`config.mk`:
```
export PLATFORM = sky130hd
export DESIGN_NAME = registerFile
export DESIGN_NICKNAME = d
export VERILOG_FILES = /design/src/logic/coreIsaPkg.sv /design/src/logic/registerFile.sv
export SDC_FILE = /design/constraint.sdc
export NUM_CORES = 1
export LEC_CHECK = 0
export ABC_CLOCK_PERIOD_IN_PS = 2120
export BUFFER_PORTS_ARGS = -buffer_cell sky130_fd_sc_hd__buf_2
export CORE_ASPECT_RATIO = 1.75
export CORE_UTILIZATION = 38
export DETAILED_ROUTE_END_ITERATION = 8
export SYNTH_ARGS = -nofsm -noshare
export SYNTH_HDL_FRONTEND = slang
export SYNTH_SLANG_ARGS = --single-unit
```
`constraint.sdc`:
```
create_clock -name clock_i -period 2.12 [get_ports clock_i]
set_input_delay 0.106 -clock clock_i [delete_from_list [all_inputs] [get_ports clock_i]]
set_output_delay 0.106 -clock clock_i [all_outputs]
set_load 0.02 [all_outputs]
```
`src/logic/coreIsaPkg.sv`:
```
package coreIsaPkg;

	// datapath sizes
	localparam int wordWidth = 16;
	localparam int regAddrWidth = 4;
	localparam int regCount = 2 ** regAddrWidth;
	// secondary field of an instruction
	localparam int immWidth = 8;
	// shift amount taken from the low bits of the secondary operand
	localparam int shiftWidth = 4;
	// program counter and program length
	localparam int pcWidth = 8;

	typedef logic [wordWidth-1:0] word_t;
	typedef logic [regAddrWidth-1:0] regAddr_t;

	// nop writes nothing, mov copies the secondary operand
	typedef enum logic [2:0]
	{
		NOP = 3'd0,
		ADD = 3'd1,
		SUB = 3'd2,
		AND = 3'd3,
		OR = 3'd4,
		XOR = 3'd5,
		MOV = 3'd6,
		SHL = 3'd7
	} opcode_t;

	// 15:13 opcode, 12 format, 11:8 primary reg, 7:0 secondary field
	typedef struct packed
	{
		opcode_t opcode;
		// 0 reg-reg, 1 reg-imm
		logic isImm;
		regAddr_t primReg;
		logic [immWidth-1:0] secField;
	} instr_t;

	// lane A sits in the upper half
	typedef struct packed
	{
		instr_t laneA;
		instr_t laneB;
	} bundle_t;

endpackage

```
`src/logic/registerFile.sv`:
```
module registerFile
(
	input logic clock_i,
	input logic reset_i,
	// read ports, two per lane
	input coreIsaPkg::regAddr_t readAddrPrimA_i,
	input coreIsaPkg::regAddr_t readAddrSecA_i,
	input coreIsaPkg::regAddr_t readAddrPrimB_i,
	input coreIsaPkg::regAddr_t readAddrSecB_i,
	// write ports from the two lanes
	input logic writeEnableA_i,
	input coreIsaPkg::regAddr_t writeAddrA_i,
	input coreIsaPkg::word_t writeDataA_i,
	input logic writeEnableB_i,
	input coreIsaPkg::regAddr_t writeAddrB_i,
	input coreIsaPkg::word_t writeDataB_i,
	output coreIsaPkg::word_t readDataPrimA_o,
	output coreIsaPkg::word_t readDataSecA_o,
	output coreIsaPkg::word_t readDataPrimB_o,
	output coreIsaPkg::word_t readDataSecB_o
);
	import coreIsaPkg::*;

	word_t regs [regCount];

	//////////////////////////////////////////////////
	// write side

	always_ff @(posedge clock_i)
	begin
		if (reset_i)
		begin
			for (int i = 0; i < regCount; i++)
				regs[i] <= '0;
		end
		else
		begin
			if (writeEnableA_i)
				regs[writeAddrA_i] <= writeDataA_i;
			// lane B last, so it wins a clash on the same register
			if (writeEnableB_i)
				regs[writeAddrB_i] <= writeDataB_i;
		end
	end

	//////////////////////////////////////////////////
	// read side

	// plain array reads, a write shows up the cycle after its edge
	assign readDataPrimA_o = regs[readAddrPrimA_i];
	assign readDataSecA_o = regs[readAddrSecA_i];
	assign readDataPrimB_o = regs[readAddrPrimB_i];
	assign readDataSecB_o = regs[readAddrSecB_i];

endmodule

```
==> run metrics <==
status=complete, but fails checks; failing checks=setup timing; RSZ-0062 raised after global routing=yes; # hold bufs at CTS=0; Wirelength per Cell=between 40 and 50 um; total power=between 10 and 15 mW; Num CTS Buffers=22; crit start category=register; min-delay worst type=primary input to register; CP Capture Type=output port; antenna violations before repair=4; met3 GRT Util=about 7.5%; initial DRC count=2257; Initial Util=roughly two fifths; Post-synth top cells=a22o_1 (256), edfxtp_1 (256), mux4_2 (256); crit path capture=readDataPrimA_o[10]; Tmin final=approximately 2.2 ns; FF+latch count, synth=~260; global-route wire length before repair=approximately 110000 um; Worst Setup SP=regs[2][10]$_DFFE_PP_; Synth Flop Type=edfxtp_1; largest net degree at the start of global routing=45; CP Max Fanout=4; H-tree Lvls=1; Max Fclk=about 460 MHz; nets@finish=approximately 1400; Root Driver=clkbuf_16; Detailed Place HPWL=~50000 um; Slew Limit Fails=0; Post-synth ARST share=0%; final setup margin=-0.0769 ns; Final setup viols=25; MaxCap Viol Count=0; row cnt=about 110; TritonCTS clock tree=yes; most used routing layer in global routing=met2; Final Instance Area=between 20000 and 25000 um2; met1 usage=between 30 and 40%; register area share after synthesis=41.5%; DR vias/cell=between 7 and 8; Layout area overhead=17.7%; Slew @ Worst Pin=1.39 ns; total gr overflow=0; LEAKAGE=7.27 nW; Port-buffer cells=about 120; number of synthesized flops with an enable pin=256; total track usage=about a third; Reg with most FFs=regs; met2 Use GR=54.5%; total length of routed wires=79900 um; CP arrival=2.09 ns; synth unique cells=30; global placement routability congestion=0.931; Synth Warn #=0; net count after synthesis=around 1300; CTS Sinks=~260; fin crit share=104%; ANT nets after route=0; die width=approximately 170 um; IR drop worst, VDD=0.533 mV; max reg flops=256; Synth Area per Inst=14.8 um2; Post-CTS Setup Bufs=0; num ports=roughly 120; Max clock buf depth=3; Req. time, crit path=between 2 and 2.5 ns; Mapped Area=18500 um2; Die Height=about 300 um; top-area cell type share of the netlist area=approximately two fifths; DP Worst Slack=between 0.2 and 0.25 ns; cell taking the most area after synthesis=edfxtp_1; Die ar.=roughly 50000 um2; Cells after Synth=around 1300; layout cell share with drive strength beyond 1=about half; DRC Markers=0; vias in the first global route=15359; final core occ=about 46%; core area=between 40000 and 50000 um2; Post-DP Area=a little over 20000 um2; worst rel slew slack=about 7%; register clock-pin slew on the reported worst setup and hold paths=about 0.070 ns; Crit Path Category=register to output port; Largest regs=regs x256; Final Hold Vio Count=0; 1st-pass router iterations=6; detailed-route via count=approximately 15000; PwrDens=about 640 nW/um2; Area contributors post-synth=edfxtp_1 (42%), mux4_2 (31%), a22o_1 (12%)
[worst max-delay path: stages, from the launching register on]
cell	delay [ns]
edfxtp_1	0.57
mux4_2	0.53
a22oi_2	0.19
nand2_1	0.11
buf_6	0.14
[metal layers]
layer  wire, um  vias up
li1           -     5599
met1      23700     7550
met2      39500     1324
met3       8670      436
met4       7960        4
met5         30        -
[placed cells by master (no fill, tap or decap), types with 5 or more instances in the layout]
cell type	netlist	routed
nand2_1	66	47
a22oi_2	0	83
buf_12	0	37
nor2b_2	0	8
a22oi_1	128	45
buf_6	2	23
clkbuf_1	109	5
edfxtp_1	256	256
a211oi_2	5	6
mux4_2	256	256
clkbuf_16	0	23
or3_1	16	16
buf_4	1	79
buf_2	41	90
a22o_1	256	256
nor2_1	29	25
nand2_2	0	19
[metrics by stage]
stage	std cells	hold slack, ns	TNS, ns
after floorplan	1252	0.543	0
final	1977	0.109	-0.705
after detailed placement	1938	0.645	0
after global routing	1975	0.116	-1.50
after CTS	1975	0.0916	-0.141
after global placement	1938	0.631	0
[area by class of cell]
cell class	count	area, um2
diodes	2	5.00
clock buffers	28	594
clock inverters	9	113
fillers	4142	26100
multi-input cells	805	10500
flip-flops and latches	256	7690
well taps	648	811
repair buffers	229	2040
[worst min path at each step]
stage | startpoint | to | slack [ns] | cells past startpoint
6_report | writeDataA_i[14] | regs[0][14]$_DFFE_PP_ | 0.11 | 2
5_1_grt | writeDataA_i[13] | regs[8][13]$_DFFE_PP_ | 0.12 | 2
2_1_floorplan | writeDataA_i[10] | regs[1][10]$_DFFE_PP_ | 0.54 | 2
3_3_place_gp | writeDataA_i[14] | regs[1][14]$_DFFE_PP_ | 0.63 | 2
3_5_place_dp | writeDataA_i[14] | regs[0][14]$_DFFE_PP_ | 0.65 | 2
4_1_cts | writeDataA_i[14] | regs[0][14]$_DFFE_PP_ | 0.09 | 2
[report_power, final]
group / switching, mW / internal (mW) / total, mW / leakage [nW]
combinational: 1.97 / 1.56 / 3.53 / 4.47
sequential: 0.356 / 5.92 / 6.27 / 2.45
clock: 1.96 / 2.24 / 4.21 / 0.346
[cells by family (layout without fill, tap and decap cells)]
kind of cell | after synthesis | count (layout) | share of synthesized area (%)
compound gates | 400 | 400 | 18.9
mux | 256 | 256 | 31.1
flops | 256 | 256 | 41.5
buf+inv | 191 | 266 | 4.25
simple gates | 149 | 149 | 4.22
other cells | 0 | 2 | 0
[timing repair]
action	CTS	global route
gates resized for setup	84	74
hold endpoints to repair	0	0
pin swaps	48	45
setup endpoints to repair	38	60
(Power assumes the default switching activity.)
