[src/logic/coreIsaPkg.sv]
package coreIsaPkg;

	// datapath sizes
	localparam int wordWidth = 16;
	localparam int regAddrWidth = 4;
	localparam int regCount = 2 ** regAddrWidth;
	// secondary field of an instruction
	localparam int immWidth = 8;
	// shift amount taken from the low bits of the secondary operand
	localparam int shiftWidth = 4;
	// program counter and program length
	localparam int pcWidth = 8;

	typedef logic [wordWidth-1:0] word_t;
	typedef logic [regAddrWidth-1:0] regAddr_t;

	// nop writes nothing, mov copies the secondary operand
	typedef enum logic [2:0]
	{
		NOP = 3'd0,
		ADD = 3'd1,
		SUB = 3'd2,
		AND = 3'd3,
		OR = 3'd4,
		XOR = 3'd5,
		MOV = 3'd6,
		SHL = 3'd7
	} opcode_t;

	// 15:13 opcode, 12 format, 11:8 primary reg, 7:0 secondary field
	typedef struct packed
	{
		opcode_t opcode;
		// 0 reg-reg, 1 reg-imm
		logic isImm;
		regAddr_t primReg;
		logic [immWidth-1:0] secField;
	} instr_t;

	// lane A sits in the upper half
	typedef struct packed
	{
		instr_t laneA;
		instr_t laneB;
	} bundle_t;

endpackage

[src/logic/arithmeticUnit.sv]
module arithmeticUnit
(
	input logic clock_i,
	input logic reset_i,
	input logic writeEnable_i,
	input coreIsaPkg::regAddr_t dest_i,
	input coreIsaPkg::opcode_t op_i,
	input coreIsaPkg::word_t primValue_i,
	input coreIsaPkg::word_t secReg_i,
	input logic secIsImm_i,
	input coreIsaPkg::word_t imm_i,
	output logic wbEnable_o,
	output coreIsaPkg::regAddr_t wbAddr_o,
	output coreIsaPkg::word_t wbData_o
);
	import coreIsaPkg::*;

	// operand capture stage
	logic capEnable;
	regAddr_t capDest;
	opcode_t capOp;
	word_t capPrim;
	word_t capSec;
	word_t result;

	always_ff @(posedge clock_i)
	begin
		if (reset_i)
			capEnable <= 1'b0;
		else
			capEnable <= writeEnable_i;
	end

	// secondary operand resolved before capture
	always_ff @(posedge clock_i)
	begin
		capDest <= dest_i;
		capOp <= op_i;
		capPrim <= primValue_i;
		capSec <= secIsImm_i ? imm_i : secReg_i;
	end

	// execute, everything wraps at 16 bits
	always_comb
	begin
		case (capOp)
			ADD: result = capPrim + capSec;
			SUB: result = capPrim - capSec;
			AND: result = capPrim & capSec;
			OR: result = capPrim | capSec;
			XOR: result = capPrim ^ capSec;
			MOV: result = capSec;
			SHL: result = capPrim << capSec[shiftWidth-1:0];
			default: result = '0;
		endcase
	end

	// result stage, drives writeback
	always_ff @(posedge clock_i)
	begin
		if (reset_i)
			wbEnable_o <= 1'b0;
		else
			wbEnable_o <= capEnable;
	end

	always_ff @(posedge clock_i)
	begin
		wbAddr_o <= capDest;
		wbData_o <= result;
	end

endmodule

[config.mk]
export PLATFORM = sky130hd
export DESIGN_NAME = arithmeticUnit
export DESIGN_NICKNAME = d
export VERILOG_FILES = /design/src/logic/coreIsaPkg.sv /design/src/logic/arithmeticUnit.sv
export SDC_FILE = /design/constraint.sdc
export NUM_CORES = 1
export LEC_CHECK = 0
export ABC_AREA = 1
export BUFFER_PORTS_ARGS = -buffer_cell sky130_fd_sc_hd__buf_2
export CAP_MARGIN = 20
export CELL_PAD_IN_SITES_DETAIL_PLACEMENT = 1
export CELL_PAD_IN_SITES_GLOBAL_PLACEMENT = 1
export CORE_MARGIN = 2
export CORE_UTILIZATION = 40
export CTS_CLUSTER_DIAMETER = 60
export DETAILED_ROUTE_END_ITERATION = 8
export MAX_ROUTING_LAYER = met4
export PLACE_DENSITY = 0.92
export RECOVER_POWER = 25
export REMOVE_ABC_BUFFERS = 1
export SLEW_MARGIN = 15
export SYNTH_ARGS = -nofsm -noshare
export SYNTH_HDL_FRONTEND = slang
export SYNTH_SLANG_ARGS = --single-unit
[constraint.sdc]
create_clock -name clock_i -period 3.4 [get_ports clock_i]
set_input_delay 1.02 -clock clock_i [delete_from_list [all_inputs] [get_ports clock_i]]
set_output_delay 1.02 -clock clock_i [all_outputs]
set_load 0.005 [all_outputs]
==> impl_metrics.tcl, run 1 <==
set metrics [dict create \
    status "complete, no violations" \
    yosysWarningCount 0 \
    p_leak_nw 2.629 \
    hold_viol 0 \
    core_mm2 0.01037 \
    syn_to_final_growth_pct 16.36 \
    ys_top_cells_by_area "dfxtp_1 29%, ha_1 14%, nand2_1 14%, inv_1 6.6%, nand3_1 5.1%" \
    powerDensity_mw_per_mm2 434.6 \
    path_class "reg2reg" \
    grt_setup_unrepaired "false" \
    hold-worst-slack_ns 0.3170 \
    max_freq_ghz 0.3604 \
    htreeDepth 3 \
    synth_flop_cell "dfxtp_1" \
    yosysTopAreaCellShare_pct 28.50 \
    worstHoldPathType "reg2reg" \
    drt_pass1_iterations 5 \
    synthCells 607 \
    max_slew_margin_pct 54.46 \
    critPathLaunchType "flop" \
    fp.dieW_um 107.5 \
    fin_nets 795 \
    drv_cap 0 \
    cts_tree "yes" \
    finalSetupViolations 0 \
    synth_area_mm2 0.004284 \
    vias 4398 \
    synth.distinct_cells 42 \
    postCtsHoldBufs 0 \
    cts_setup_buffers 0 \
    required_ns 3.67 \
    clk_pin_slew_worst_paths_ns 0.09 \
    drv_slew 0 \
    die_y_um 107.5 \
    place_congestion 0.9188 \
    yosys.area.top_type "dfxtp_1" \
    drive_gt1_share_pct 18.81 \
    avgViaCountPerCell 5.318 \
    cts_resized 0 \
    grt_first_pass_wirelength_um 22800 \
    grt_pass1_vias 4663 \
    cts_sinks 61 \
    clk_latency_ns 0.39 \
    rows 37 \
    grt_antenna_before_repair 0 \
    root_buffer "clkbuf_8" \
    port_buffers 79 \
    async_flop_share_pct 0 \
    initial_utilization_pct 41.31 \
    ios 80 \
    fp.dieArea_mm2 0.01155 \
    grt_max_degree 34 \
    finalClockSkew_ns 0.01848 \
    crit_fanout 13 \
    max-vdd-ir-drop_uv 339.5 \
    clockBufferDepth 2 \
    period_share_pct 81.62 \
    wl_um 14270 \
    cp_data_arrival_time_ns 3.04 \
    grt_usage_pct 26.65 \
    tightest_slew_ns 0.6815 \
    syn_avg_cell_area_um2 7.058 \
    grt.overflow.total 0 \
    cp-end-kind "flop" \
    ys_seq_elements 61 \
    period_minus_slack_ns 2.775 \
    cts_buffers 9 \
    drc 0 \
    routedWlPerCell_um 17.25 \
    antenna_cells 0 \
    dp_hpwl_um 11180 \
    fin_tns_setup_ns 0 \
    drtIter0Drc 226 \
    synth_edf_count 0 \
    synth-seq-area-share_pct 28.50 \
    ant_nets 0 \
]
## cells in the mapped netlist, drive strengths merged (2+ instances only)
cell type and instances:
o21ai 41, nand3 45, inv 77, nand3b 5
a211oi 3, clkbuf 3, o2111ai 2, o21a 3
nand2 160, mux2i 2, buf 15, nand4 7
nor2 46, o22ai 10, a21oi 33, o211ai 2
nor3 3, ha 49, xor2 11, mux2 16
dfxtp 61, or2 5
## layout by cell type (no fill, tap or decap), drive strengths merged, types with 7 or more instances in the layout
cell,Yosys,routed
a21oi,33,33
buf,15,86
clkbuf,3,10
dfxtp,61,61
ha,49,49
inv,77,78
mux2,16,16
nand2,160,160
nand3,45,45
nand4,7,7
nor2,46,46
o21ai,41,41
o22ai,10,10
xor2,11,11
## power breakdown
group / switching [mW] / internal, mW
combinational: 0.392 / 0.244
clock: 0.349 / 0.344
sequential: 0.0524 / 0.784
## critical path, stage by stage, from the launching register on
cell	delay [ns]
dfxtp_1	0.32
inv_1	0.10
buf_4	0.22
nand3_1	0.20
nor2_1	0.19
nand3_1	0.10
nand2_1	0.12
o21ai_1	0.10
xor2_1	0.15
ha_1	0.36
nand2_1	0.15
inv_1	0.05
a21oi_1	0.19
nand2_1	0.08
a21oi_1	0.12
nand3_1	0.08
nand3_1	0.07
nand2_1	0.06
## worst paths after layout
kind / from / to / slack [ns] / depth (start not counted)
max: capSec[1]$_DFF_P_ / wbData_o[15]$_DFF_P_ / 0.63 / 17
min: capDest[1]$_DFF_P_ / wbAddr_o[1]$_DFF_P_ / 0.32 / 0
max reg2reg: capSec[1]$_DFF_P_ / wbData_o[15]$_DFF_P_ / 0.63 / 17
min reg2reg: capDest[1]$_DFF_P_ / wbAddr_o[1]$_DFF_P_ / 0.32 / 0
## per-stage QoR
step	instances	power [mW]	worst slack, ns	util, %	instance area (um^2)
after global placement	811	1.446	0.7845	46.14	4785
after CTS	827	2.176	0.6269	48.07	4985
after floorplan	589	1.240	0.6108	-	4167
after detailed placement	811	1.480	0.6320	46.14	4785
final	827	2.166	0.6250	48.07	4985
after global routing	827	2.298	0.3836	48.07	4985
## flip-flops by register name, indices dropped and copies added (netlist names)
signal      count
capDest         4
capEnable       1
capOp           3
capPrim        16
capSec         16
wbAddr_o        4
wbData_o       16
wbEnable_o      1
## layout make-up
cell class / count / area (um^2)
Fill cell: 1372 / 5385
Multi-Input combinational cell: 450 / 2651
Sequential cell: 61 / 1221
Timing Repair Buffer: 86 / 447.9
Inverter: 78 / 294.0
Tap cell: 136 / 170.2
Clock buffer: 10 / 127.6
Clock inverter: 6 / 72.57
## routing by layer
layer  vias to the layer above  global-route usage, %  wire length (um)
li1                       2137                      -                 -
met1                      2084                  32.58              6410
met2                       155                  44.70              6847
met3                        22                  5.690               780
met4                         0                  6.960               230
met5                         -                      -                 0
## kinds of logic after synthesis
group	count (synthesis)	synth area share, %
xor+xnor	12	2.453
compound gates	98	12.76
mux	18	4.673
fa+ha+maj	50	14.78
simple gates	272	27.22
flops	61	28.50
buf+inv	96	9.609
Power figures use the tool's default switching activity.
==> inputs of run 2 (changes only) <==
Clock period 3.4 ns to 2.7 ns, I/O delays scaled along.
==> impl_metrics.tcl, run 2 (synthesis gave the netlist of run 1 again) <==
set metrics [dict create \
    core_mm2 0.01037 \
    avgViaCountPerCell 5.458 \
    port_buffers 79 \
    clk_pin_slew_worst_paths_ns 0.07 \
    multi_input_area_mm2 0.002851 \
    final_common_cell "nand2_1" \
    critPathLaunchType "flop" \
    cts_buffers 9 \
    status "complete, no violations" \
    dr_wl_met3_um 806 \
    finalPower_mw 2.768 \
    grt_antenna_before_repair 0 \
    cts_tree "yes" \
    postCtsHoldBufs 0 \
    ios 80 \
    final_cell_mix "149 x nand2_1, 79 x buf_2, 67 x inv_1, 56 x dfxtp_1, 43 x nand3_1" \
    powerDensity_mw_per_mm2 523.8 \
    cts_sinks 61 \
    cp-end-kind "flop" \
    grt_setup_unrepaired "true" \
    drv_slew 0 \
    dp_hpwl_um 11540 \
    grt_usage_pct 27.18 \
    crit_fanout 5 \
    wl_um 15260 \
    met2WireLength_um 7464 \
    routedWlPerCell_um 18.17 \
    required_ns 2.93 \
    htreeDepth 3 \
    drt_pass1_iterations 5 \
    syn_to_final_growth_pct 23.34 \
    clk_latency_ns 0.37 \
    reg2reg_slack_ns 0.08 \
    fp.dieArea_mm2 0.01155 \
    period_share_pct 96.97 \
    ant_nets 0 \
    finalClockSkew_ns 0.009730 \
    antenna_cells 0 \
    drc 0 \
    dp_slack_ns -0.08357 \
    path_class "reg2reg" \
    r2r-start "capSec[1]$_DFF_P_" \
    crit_start "capSec[1]$_DFF_P_" \
    root_buffer "clkbuf_8" \
    fin_nets 808 \
    register_area_mm2 0.001227 \
    cp_data_arrival_time_ns 2.85 \
    grt_first_pass_wirelength_um 23600 \
    max_slew_margin_pct 55.96 \
    die_y_um 107.5 \
    drv_cap 0 \
    max-vdd-ir-drop_uv 371.2 \
    rows 37 \
    grt_pass1_vias 4748 \
    fin_tns_setup_ns 0 \
    initial_utilization_pct 41.31 \
    fp.dieW_um 107.5 \
    period_minus_slack_ns 2.618 \
    hold_viol 0 \
    hold-worst-slack_ns 0.3368 \
    finalSetupViolations 0 \
    wl_met1_um 6427 \
    drtIter0Drc 356 \
    grt_max_degree 34 \
    vias 4585 \
    p_leak_nw 2.688 \
    drive_gt1_share_pct 27.56 \
    reg_top3 "capPrim (16), capSec (16), wbData_o (16)" \
    tightest_slew_ns 0.6590 \
    worstHoldPathType "reg2reg" \
    fin_ws_ns 0.08171 \
    fillers 1380 \
    hold_start "capDest[2]$_DFF_P_" \
    clockBufferDepth 2 \
    place_congestion 0.9655 \
    max_freq_ghz 0.3819 \
    grt.overflow.total 0 \
    top_layer_used "met4" \
]
-- run 2: cell types whose count changed in the layout (fill, tap and decap cells not counted), sizes merged --
cell / previous run / this run
inv: 78 / 77
clkinvlp: 1 / 4
buf: 86 / 99
clkinv: 4 / 2
bufinv: 1 / 0
clkbuf: 10 / 11
-- run 2: final timing paths --
| check | endpoint | cells past startpoint |
|---|---|---|
| worst max-delay path | wbData_o[8]$_DFF_P_ | 13 |
| worst min-delay path | wbAddr_o[2]$_DFF_P_ | 0 |
| worst max register to register | wbData_o[8]$_DFF_P_ | 13 |
| worst min register to register | wbAddr_o[2]$_DFF_P_ | 0 |
-- run 2: worst max-delay path, cell delays in order, from the launching register on --
cell and delay (ns):
dfxtp_2 0.33, inv_2 0.07, buf_4 0.11, nand3_1 0.17, o21ai_2 0.23, xor2_1 0.23, inv_1 0.08, ha_1 0.35
a21oi_2 0.18, o21a_1 0.13, nand2_1 0.11, or2_2 0.30, nand3_1 0.07, nand3b_1 0.12
-- run 2: metal layers --
metal	vias to the layer above	GRT usage (%)
met1	2187	32.74
met5	-	-
met4	0	12.45
met3	45	3.935
li1	2160	-
met2	193	44.92
-- run 2: per-stage QoR --
stage / cells / util, % / cell area [um^2]
2_1_floorplan: 589 / - / 4167
3_3_place_gp: 815 / 46.43 / 4815
3_5_place_dp: 815 / 46.43 / 4815
4_1_cts: 831 / 48.62 / 5042
5_1_grt: 840 / 50.95 / 5284
6_report: 840 / 50.95 / 5284
-- run 2: power breakdown --
group          internal [mW]  total [mW]  switching, mW
clock network          0.380       0.781          0.401
registers              0.989        1.06         0.0696
logic                  0.366       0.928          0.561
-- run 2: what timing repair did --
action,CTS,global route
buffers inserted,0,9
pin swaps,0,14
resized for setup,9,51
hold endpoints to repair,0,0
setup endpoints to repair,7,10
-- run 2: cell type report --
type | count | area share [%]
clock inverter | 5 | 0.6630
clock buffer | 11 | 2.865
multi-input combinational | 450 | 53.97
tap | 136 | 3.220
inverter | 78 | 5.659
timing repair buffer | 99 | 10.40
sequential | 61 | 23.23
