--- config.mk ---
export PLATFORM = sky130hd
export DESIGN_NAME = axiProgramPort
export DESIGN_NICKNAME = d
export VERILOG_FILES = /design/src/logic/coreBusPkg.sv /design/src/logic/coreIsaPkg.sv /design/src/logic/axiProgramPort.sv
export SDC_FILE = /design/constraint.sdc
export NUM_CORES = 1
export LEC_CHECK = 0
export BUFFER_PORTS_ARGS = -buffer_cell sky130_fd_sc_hd__buf_2
export CAP_MARGIN = 20
export CORE_UTILIZATION = 35
export CTS_CLUSTER_SIZE = 16
export DETAILED_ROUTE_END_ITERATION = 8
export PLACE_DENSITY_LB_ADDON = 0.2
export SETUP_SLACK_MARGIN = 0.05
export SLEW_MARGIN = 5
export SYNTH_ARGS = -nofsm -noshare
export SYNTH_HDL_FRONTEND = slang
export SYNTH_SLANG_ARGS = --single-unit
export TNS_END_PERCENT = 30
--- constraint.sdc ---
create_clock -name clock_i -period 2.9 [get_ports clock_i]
set_input_delay 0.58 -clock clock_i [delete_from_list [all_inputs] [get_ports clock_i]]
set_output_delay 0.58 -clock clock_i [all_outputs]
set_load 0.02 [all_outputs]
--- src/logic/coreBusPkg.sv ---
package coreBusPkg;

	// AXI4-Lite sizes
	localparam int axiAddrWidth = 12;
	localparam int axiDataWidth = 32;

	typedef logic [axiAddrWidth-1:0] axiAddr_t;
	typedef logic [axiDataWidth-1:0] axiData_t;
	typedef logic [1:0] axiResp_t;

	// only okay is ever returned
	localparam axiResp_t respOkay = 2'b00;

	//////////////////////////////////////////////////
	// address map

	// control register, busy flag on read
	localparam axiAddr_t ctrlAddr = 12'h800;
	// below ctrlAddr, one bundle per 32-bit word
	localparam int wordShift = 2;

endpackage

--- src/logic/coreIsaPkg.sv ---
package coreIsaPkg;

	// datapath sizes
	localparam int wordWidth = 16;
	localparam int regAddrWidth = 4;
	localparam int regCount = 2 ** regAddrWidth;
	// secondary field of an instruction
	localparam int immWidth = 8;
	// shift amount taken from the low bits of the secondary operand
	localparam int shiftWidth = 4;
	// program counter and program length
	localparam int pcWidth = 8;

	typedef logic [wordWidth-1:0] word_t;
	typedef logic [regAddrWidth-1:0] regAddr_t;

	// nop writes nothing, mov copies the secondary operand
	typedef enum logic [2:0]
	{
		NOP = 3'd0,
		ADD = 3'd1,
		SUB = 3'd2,
		AND = 3'd3,
		OR = 3'd4,
		XOR = 3'd5,
		MOV = 3'd6,
		SHL = 3'd7
	} opcode_t;

	// 15:13 opcode, 12 format, 11:8 primary reg, 7:0 secondary field
	typedef struct packed
	{
		opcode_t opcode;
		// 0 reg-reg, 1 reg-imm
		logic isImm;
		regAddr_t primReg;
		logic [immWidth-1:0] secField;
	} instr_t;

	// lane A sits in the upper half
	typedef struct packed
	{
		instr_t laneA;
		instr_t laneB;
	} bundle_t;

endpackage

--- src/logic/axiProgramPort.sv ---
module axiProgramPort
(
	input logic clock_i,
	input logic reset_i,
	input logic busy_i,
	// write address and write data
	input coreBusPkg::axiAddr_t awaddr_i,
	input logic awvalid_i,
	output logic awready_o,
	input coreBusPkg::axiData_t wdata_i,
	input logic wvalid_i,
	output logic wready_o,
	// write response
	output logic bvalid_o,
	input logic bready_i,
	output coreBusPkg::axiResp_t bresp_o,
	// read address and read data
	input coreBusPkg::axiAddr_t araddr_i,
	input logic arvalid_i,
	output logic arready_o,
	output logic rvalid_o,
	input logic rready_i,
	output coreBusPkg::axiData_t rdata_o,
	output coreBusPkg::axiResp_t rresp_o,
	// towards the fetch unit
	output logic imemWrite_o,
	output logic [coreIsaPkg::pcWidth-1:0] imemWriteAddr_o,
	output coreIsaPkg::bundle_t imemWriteData_o,
	output logic start_o,
	output logic [coreIsaPkg::pcWidth-1:0] programLength_o
);
	import coreBusPkg::*;
	import coreIsaPkg::*;

	logic writeAccept;
	logic readAccept;
	logic toCtrl;
	logic toImem;

	//////////////////////////////////////////////////
	// write path

	// aw and w taken in the same cycle, never while bvalid is held
	assign writeAccept = awvalid_i && wvalid_i && !bvalid_o;
	assign awready_o = writeAccept;
	assign wready_o = writeAccept;

	// address decode
	assign toCtrl = (awaddr_i == ctrlAddr);
	assign toImem = (awaddr_i < ctrlAddr);

	assign bresp_o = respOkay;

	always_ff @(posedge clock_i)
	begin
		if (reset_i)
		begin
			bvalid_o <= 1'b0;
			imemWrite_o <= 1'b0;
			start_o <= 1'b0;
		end
		else
		begin
			// single cycle strobes towards fetch
			imemWrite_o <= writeAccept && toImem;
			start_o <= writeAccept && toCtrl;
			// response held until the master takes it
			if (writeAccept)
				bvalid_o <= 1'b1;
			else if (bready_i)
				bvalid_o <= 1'b0;
		end
	end

	// payload captured with the accepted write
	always_ff @(posedge clock_i)
	begin
		if (writeAccept)
		begin
			// word index, upper aliases fold onto the bundle memory
			imemWriteAddr_o <= awaddr_i[wordShift +: pcWidth];
			imemWriteData_o <= wdata_i;
			programLength_o <= wdata_i[pcWidth-1:0];
		end
	end

	//////////////////////////////////////////////////
	// read path

	// one read outstanding at most
	assign arready_o = !rvalid_o;
	assign readAccept = arvalid_i && arready_o;
	assign rresp_o = respOkay;

	always_ff @(posedge clock_i)
	begin
		if (reset_i)
			rvalid_o <= 1'b0;
		else if (readAccept)
			rvalid_o <= 1'b1;
		else if (rready_i)
			rvalid_o <= 1'b0;
	end

	// status word, busy in bit 0, zero elsewhere in the map
	always_ff @(posedge clock_i)
	begin
		if (readAccept)
			rdata_o <= (araddr_i == ctrlAddr) ? axiData_t'(busy_i) : '0;
	end

endmodule

==> impl_metrics.ini, run 1 <==
[drt]
wl_per_cell_um = 11.06
via_count = 1179
drt_iter0_drc = 18
drt_pre_antenna_iters = 3
ant_nets = 0
drc = 0
finalWirelength_um = 3262
avgViaCountPerCell = 3.997

[synthesis]
yosysTopAreaCell = edfxtp_1
yosysSeqAreaShare = 0.7339
synth_area_sq_um = 1787
yosys-top-cells-area = edfxtp_1 69%, buf_4 18%, dfxtp_1 4.5%, nor4b_2 1.7%, nor4_1 1.1%
synth_top_area_share = 0.6891
syn_inst = 109
yosysWarnings = 0
syn_area_per_cell_sq_um = 16.39
ys_types = 17
ys_seq_elements = 45

[floorplanning]
io_pins = 155
start_util = 0.3709
coreArea_sq_um = 4817
die_area_sq_um = 5395
num_rows = 25
die_w_um = 73.45
die_h_um = 73.45

[cells_and_area]
seq_area_sq_um = 1311
layout_commonest_cell = buf_2
n_antenna_cell = 0
multi_input_area_sq_um = 265.3
nFillCells = 461
fin_area_sq_um = 2365
nets = 291
drive_gt1_frac = 0.5746
syn_to_final_growth_pct = 32.35
most-common-layout-cells = 119 x buf_2, 41 x edfxtp_1, 35 x conb_1, 5 x clkbuf_8, 4 x dfxtp_1

[timing]
whs_ns = 0.4642
timing.setup.tns_ns = 0
rsz0062_at_grt = no
post-route-period-util = 0.6314
setup_viol = 0
fmax_ghz = 0.5461
layout_min_cycle_time_ns = 1.831
hold_viol = 0
clock-skew-final_ns = 0.003715
slew_viol_final = 0

[clock_network]
htree_num_levels = 2
post_cts_buffers = 0
cts.path.max_buffers = 2
cts-hold-fix-buffers = 0
clock_latency_ns = 0.28
cts-resized-gates = 0
cts_sinks = 45
path_clk_slew_ns = 0.08
cts_tree = built
clockRootBuffer = clkbuf_8
cts_buffers = 5

[global_route]
grt_pass1_vias = 969
grt-ovfl-total = 0
grt_antenna_before_repair = 0
grt_max_degree = 23
grt_usage = 0.1132
grt_pass1_wl_um = 4367

[worst_hold_path]
whs_endpoint = imemWriteData_o[24]
hold_depth = 1
min_path_type = input port to flop
hp-start = wdata_i[24]

[worst_setup_path]
critical_path_class = flop to output port
crit_required_ns = 2.32
crit_path_start_kind = flop
rr_worst_depth = 3
worstPathMaxFanout = 5
worstPathArrival_ns = 1.25
critical_path.startpoint = bvalid_o
r2r_setup_slack_ns = 1.48
reg2reg_to = imemWriteAddr_o[5]
worst_setup_path_end_kind = output port
r2r_start = bvalid_o

[pwr]
cellPowerDensity_nw_per_um2 = 545.6
p_leak_nw = 1.103
ir_drop_uv = 149.2

[flow_run]
maxCapViolCount = 0

[run_status]
outcome = finished, final reports clean

[placed_design]
hpwl_um = 2613
gp_congestion = 0.7570
dpl-instance-area_sq_um = 2278
port_buffers = 119
==> how the worst max path moves through the flow <==
stage	end	slack (ns)
6_report	awready_o	1.07
3_5_place_dp	awready_o	1.08
2_1_floorplan	wready_o	0.40
5_1_grt	wready_o	0.94
3_3_place_gp	wready_o	1.09
4_1_cts	awready_o	1.03
==> cell usage after synthesis <==
library cell,instances
and4_1,2
nand3b_1,1
buf_4,44
conb_1,1
inv_1,2
nor2_1,1
nor4b_2,2
a21oi_1,1
dfxtp_1,4
nor4_1,3
edfxtp_1,41
nand2b_1,1
o21ba_2,1
nor3_1,1
nor4bb_1,1
nor3b_1,1
nor2b_1,2
==> kinds of logic after synthesis <==
kind of cell,count (synthesis),share of synthesized area
other,1,0.002099
DFF,45,0.7339
buffers and inverters,46,0.1891
AOI/OAI and AO/OA,2,0.008401
and+or+nand+nor,15,0.06653
==> worst max-delay path: stages, from the launching register on <==
cell and delay (ns):
dfxtp_1 0.33, nand3b_1 0.20, inv_1 0.22, buf_2 0.21
==> where the power goes <==
group          internal (W)  total, W  switching, W
clock network      0.000166  0.000361      0.000195
logic             0.0000586  0.000182      0.000123
registers          0.000739  0.000747    0.00000762
total              0.000964   0.00129      0.000326
==> registers in the layout (all words and copies together), names as in the netlist <==
signal	cells
rvalid_o	1
start_o	1
imemWriteData_o	24
rdata_o	1
bvalid_o	1
imemWriteAddr_o	8
imemWrite_o	1
programLength_o	8
==> layer usage <==
| layer | routed length [um] | up-vias | track usage |
|---|---|---|---|
| met5 | 0 | - | 0 |
| met4 | 44 | 0 | 0.05769 |
| met3 | 448 | 5 | 0.04115 |
| met2 | 1626 | 105 | 0.2080 |
| met1 | 1143 | 525 | 0.1102 |
| li1 | - | 544 | - |
==> final cells by class <==
| cell class | instances | area share |
|---|---|---|
| inverter | 2 | 0.003175 |
| tap | 67 | 0.03545 |
| sequential | 45 | 0.5545 |
| multi-input combinational | 52 | 0.1122 |
| timing repair buffer | 121 | 0.2582 |
| clock inverter | 3 | 0.007407 |
| clock buffer | 5 | 0.02910 |
==> stage by stage <==
| stage | power (W) | utilization | setup WS (ns) | cells |
|---|---|---|---|---|
| detailed placement | 0.0009449 | 0.4730 | 1.078 | 287 |
| floorplan | 0.0009082 | - | 0.4041 | 143 |
| global route | 0.001349 | 0.4909 | 0.9377 | 295 |
| finish | 0.001290 | 0.4909 | 1.069 | 295 |
| global placement | 0.0009425 | 0.4730 | 1.086 | 287 |
| CTS | 0.001313 | 0.4909 | 1.028 | 295 |
No activity file was read; power rests on OpenSTA's default activity.
==> inputs of run 2 (changes only) <==
- clock period: 2.9 -> 1.75 ns (I/O delays scaled with it)
==> run 2 against run 1 <==
Clock-buffer cell count is 2 higher. Critical path depth stayed put. Global-route usage is 0.78 points higher. Via count is 1.8% lower. Clock skew is 0.0042 ns higher. First-iteration DRC count is 22% higher. Register-to-register slack worse by 1.1 ns. Combinational power is 67% higher. Die area stayed put. Cell count stayed put. Worst setup slack worse by 0.91 ns. Sequential cell count stayed put. Critical path type unchanged. Largest cell class unchanged.
==> impl_metrics.ini, run 2 (synthesis results as in run 1) <==
[global_route]
grt_busiest_layer = met2
grt_pass1_wl_um = 4560
grt_max_degree = 20
grt_pass1_vias = 993
use_met3 = 0.05761
grt_antenna_before_repair = 0
grtUsageMet1 = 0.1179
grt_usage = 0.1210
gr-usage-met2 = 0.2141
grt-ovfl-total = 0

[cells_and_area]
largest_reg_flops = 24
layout_commonest_cell = buf_2
top_regs = imemWriteData_o (24), imemWriteAddr_o (8), programLength_o (8)
regMostFlops = imemWriteData_o
most-common-layout-cells = 119 x buf_2, 41 x edfxtp_1, 35 x conb_1, 5 x clkbuf_8
fin_area_sq_um = 2370
drive_gt1_frac = 0.5789
finish.utilization = 0.4919
nets = 291
n_antenna_cell = 0
syn_to_final_growth_pct = 32.63

[placed_design]
hpwl_um = 2708
dpl-instance-area_sq_um = 2286
gp_congestion = 0.6515
port_buffers = 119

[timing]
post-route-period-util = 0.9080
hold_viol = 0
whs_ns = 0.2296
layout_min_cycle_time_ns = 1.589
fmax_ghz = 0.6293
slew_viol_final = 0
clock-skew-final_ns = 0.007898
rsz0062_at_grt = no
setup_viol = 0

[worst_setup_path]
worst_setup_path_end_kind = output port
slowest_stage = dfxtp_4
worstPathArrival_ns = 1.24
crit_required_ns = 1.40
r2r_start = bvalid_o
rr_worst_depth = 3
critical_path_class = flop to output port
max_stage_delay_ns = 0.35
worstPathMaxFanout = 7
critical_path.startpoint = bvalid_o
reg2reg_to = programLength_o[5]
crit_path_start_kind = flop
r2r_setup_slack_ns = 0.41
path_cells = nand3b_1 -> clkinvlp_4 -> buf_2

[pwr]
cellPowerDensity_nw_per_um2 = 902.5
power_w = 0.002139
p_leak_nw = 1.089
ir_drop_uv = 358.7

[clock_network]
cts_sinks = 45
cts.path.max_buffers = 2
htree_num_levels = 2
clockRootBuffer = clkbuf_8
clock_latency_ns = 0.29
cts-hold-fix-buffers = 0
cts_tree = built
cts-resized-gates = 0
cts_buffers = 5
post_cts_buffers = 0
path_clk_slew_ns = 0.08

[drt]
wl_per_cell_um = 11.32
drt_pre_antenna_iters = 4
ant_nets = 0
via_count = 1158
finalWirelength_um = 3340
avgViaCountPerCell = 3.925
drt_iter0_drc = 22
drc = 0

[worst_hold_path]
hp-start = wdata_i[23]
hold_depth = 1
min_path_type = input port to flop
whs_endpoint = imemWriteData_o[23]

[floorplanning]
die_area_sq_um = 5395
io_pins = 155
die_w_um = 73.45
start_util = 0.3709
die_h_um = 73.45
coreArea_sq_um = 4817
num_rows = 25

[run_status]
outcome = finished, final reports clean

[flow_run]
maxCapViolCount = 0
==> run 2: routing by layer <==
metal,part of all wire,up-vias
li1,-,543
met1,0.35,513
met2,0.51,100
met3,0.13,2
met4,0.0069,0
met5,0,-
==> run 2: power breakdown <==
part           total [W]  internal [W]  leakage [nW]  switching, W
clock           0.000598      0.000282        0.0385      0.000316
sequential       0.00124       0.00122         0.417     0.0000123
combinational   0.000304     0.0000976         0.634      0.000206
==> run 2: worst max path at each step <==
stage                                    end  slack (ns)  depth (start not counted)
after floorplan                     wready_o       -0.13                          3
after global placement    programLength_o[2]        0.34                          4
after detailed placement            wready_o        0.33                          4
after CTS                           wready_o        0.12                          3
after global routing                wready_o        0.05                          3
final                               wready_o        0.16                          3
==> run 2: through the flow <==
step | setup TNS, ns | worst slack [ns] | instances
floorplan | -0.1333 | -0.1333 | 143
global placement | 0 | 0.3419 | 287
detailed placement | 0 | 0.3350 | 287
CTS | 0 | 0.1153 | 295
global route | 0 | 0.05223 | 295
finish | 0 | 0.1609 | 295
==> run 2: final cells by class <==
class / count / area [sq um]
flip-flops and latches: 45 / 1315
clock buffers: 7 / 76.32
repair buffers: 121 / 610.6
fillers: 467 / 2447
multi-input cells: 52 / 265.3
inverters: 2 / 11.26
well taps: 67 / 83.83
clock inverters: 1 / 7.507
==> run 2: critical path: cells and delay by family, from the launching register on <==
kind / cells / cell delay, ns
buffers and inverters: 2 / 0.42
AND/OR/NAND/NOR: 1 / 0.18
flip-flops: 1 / 0.35
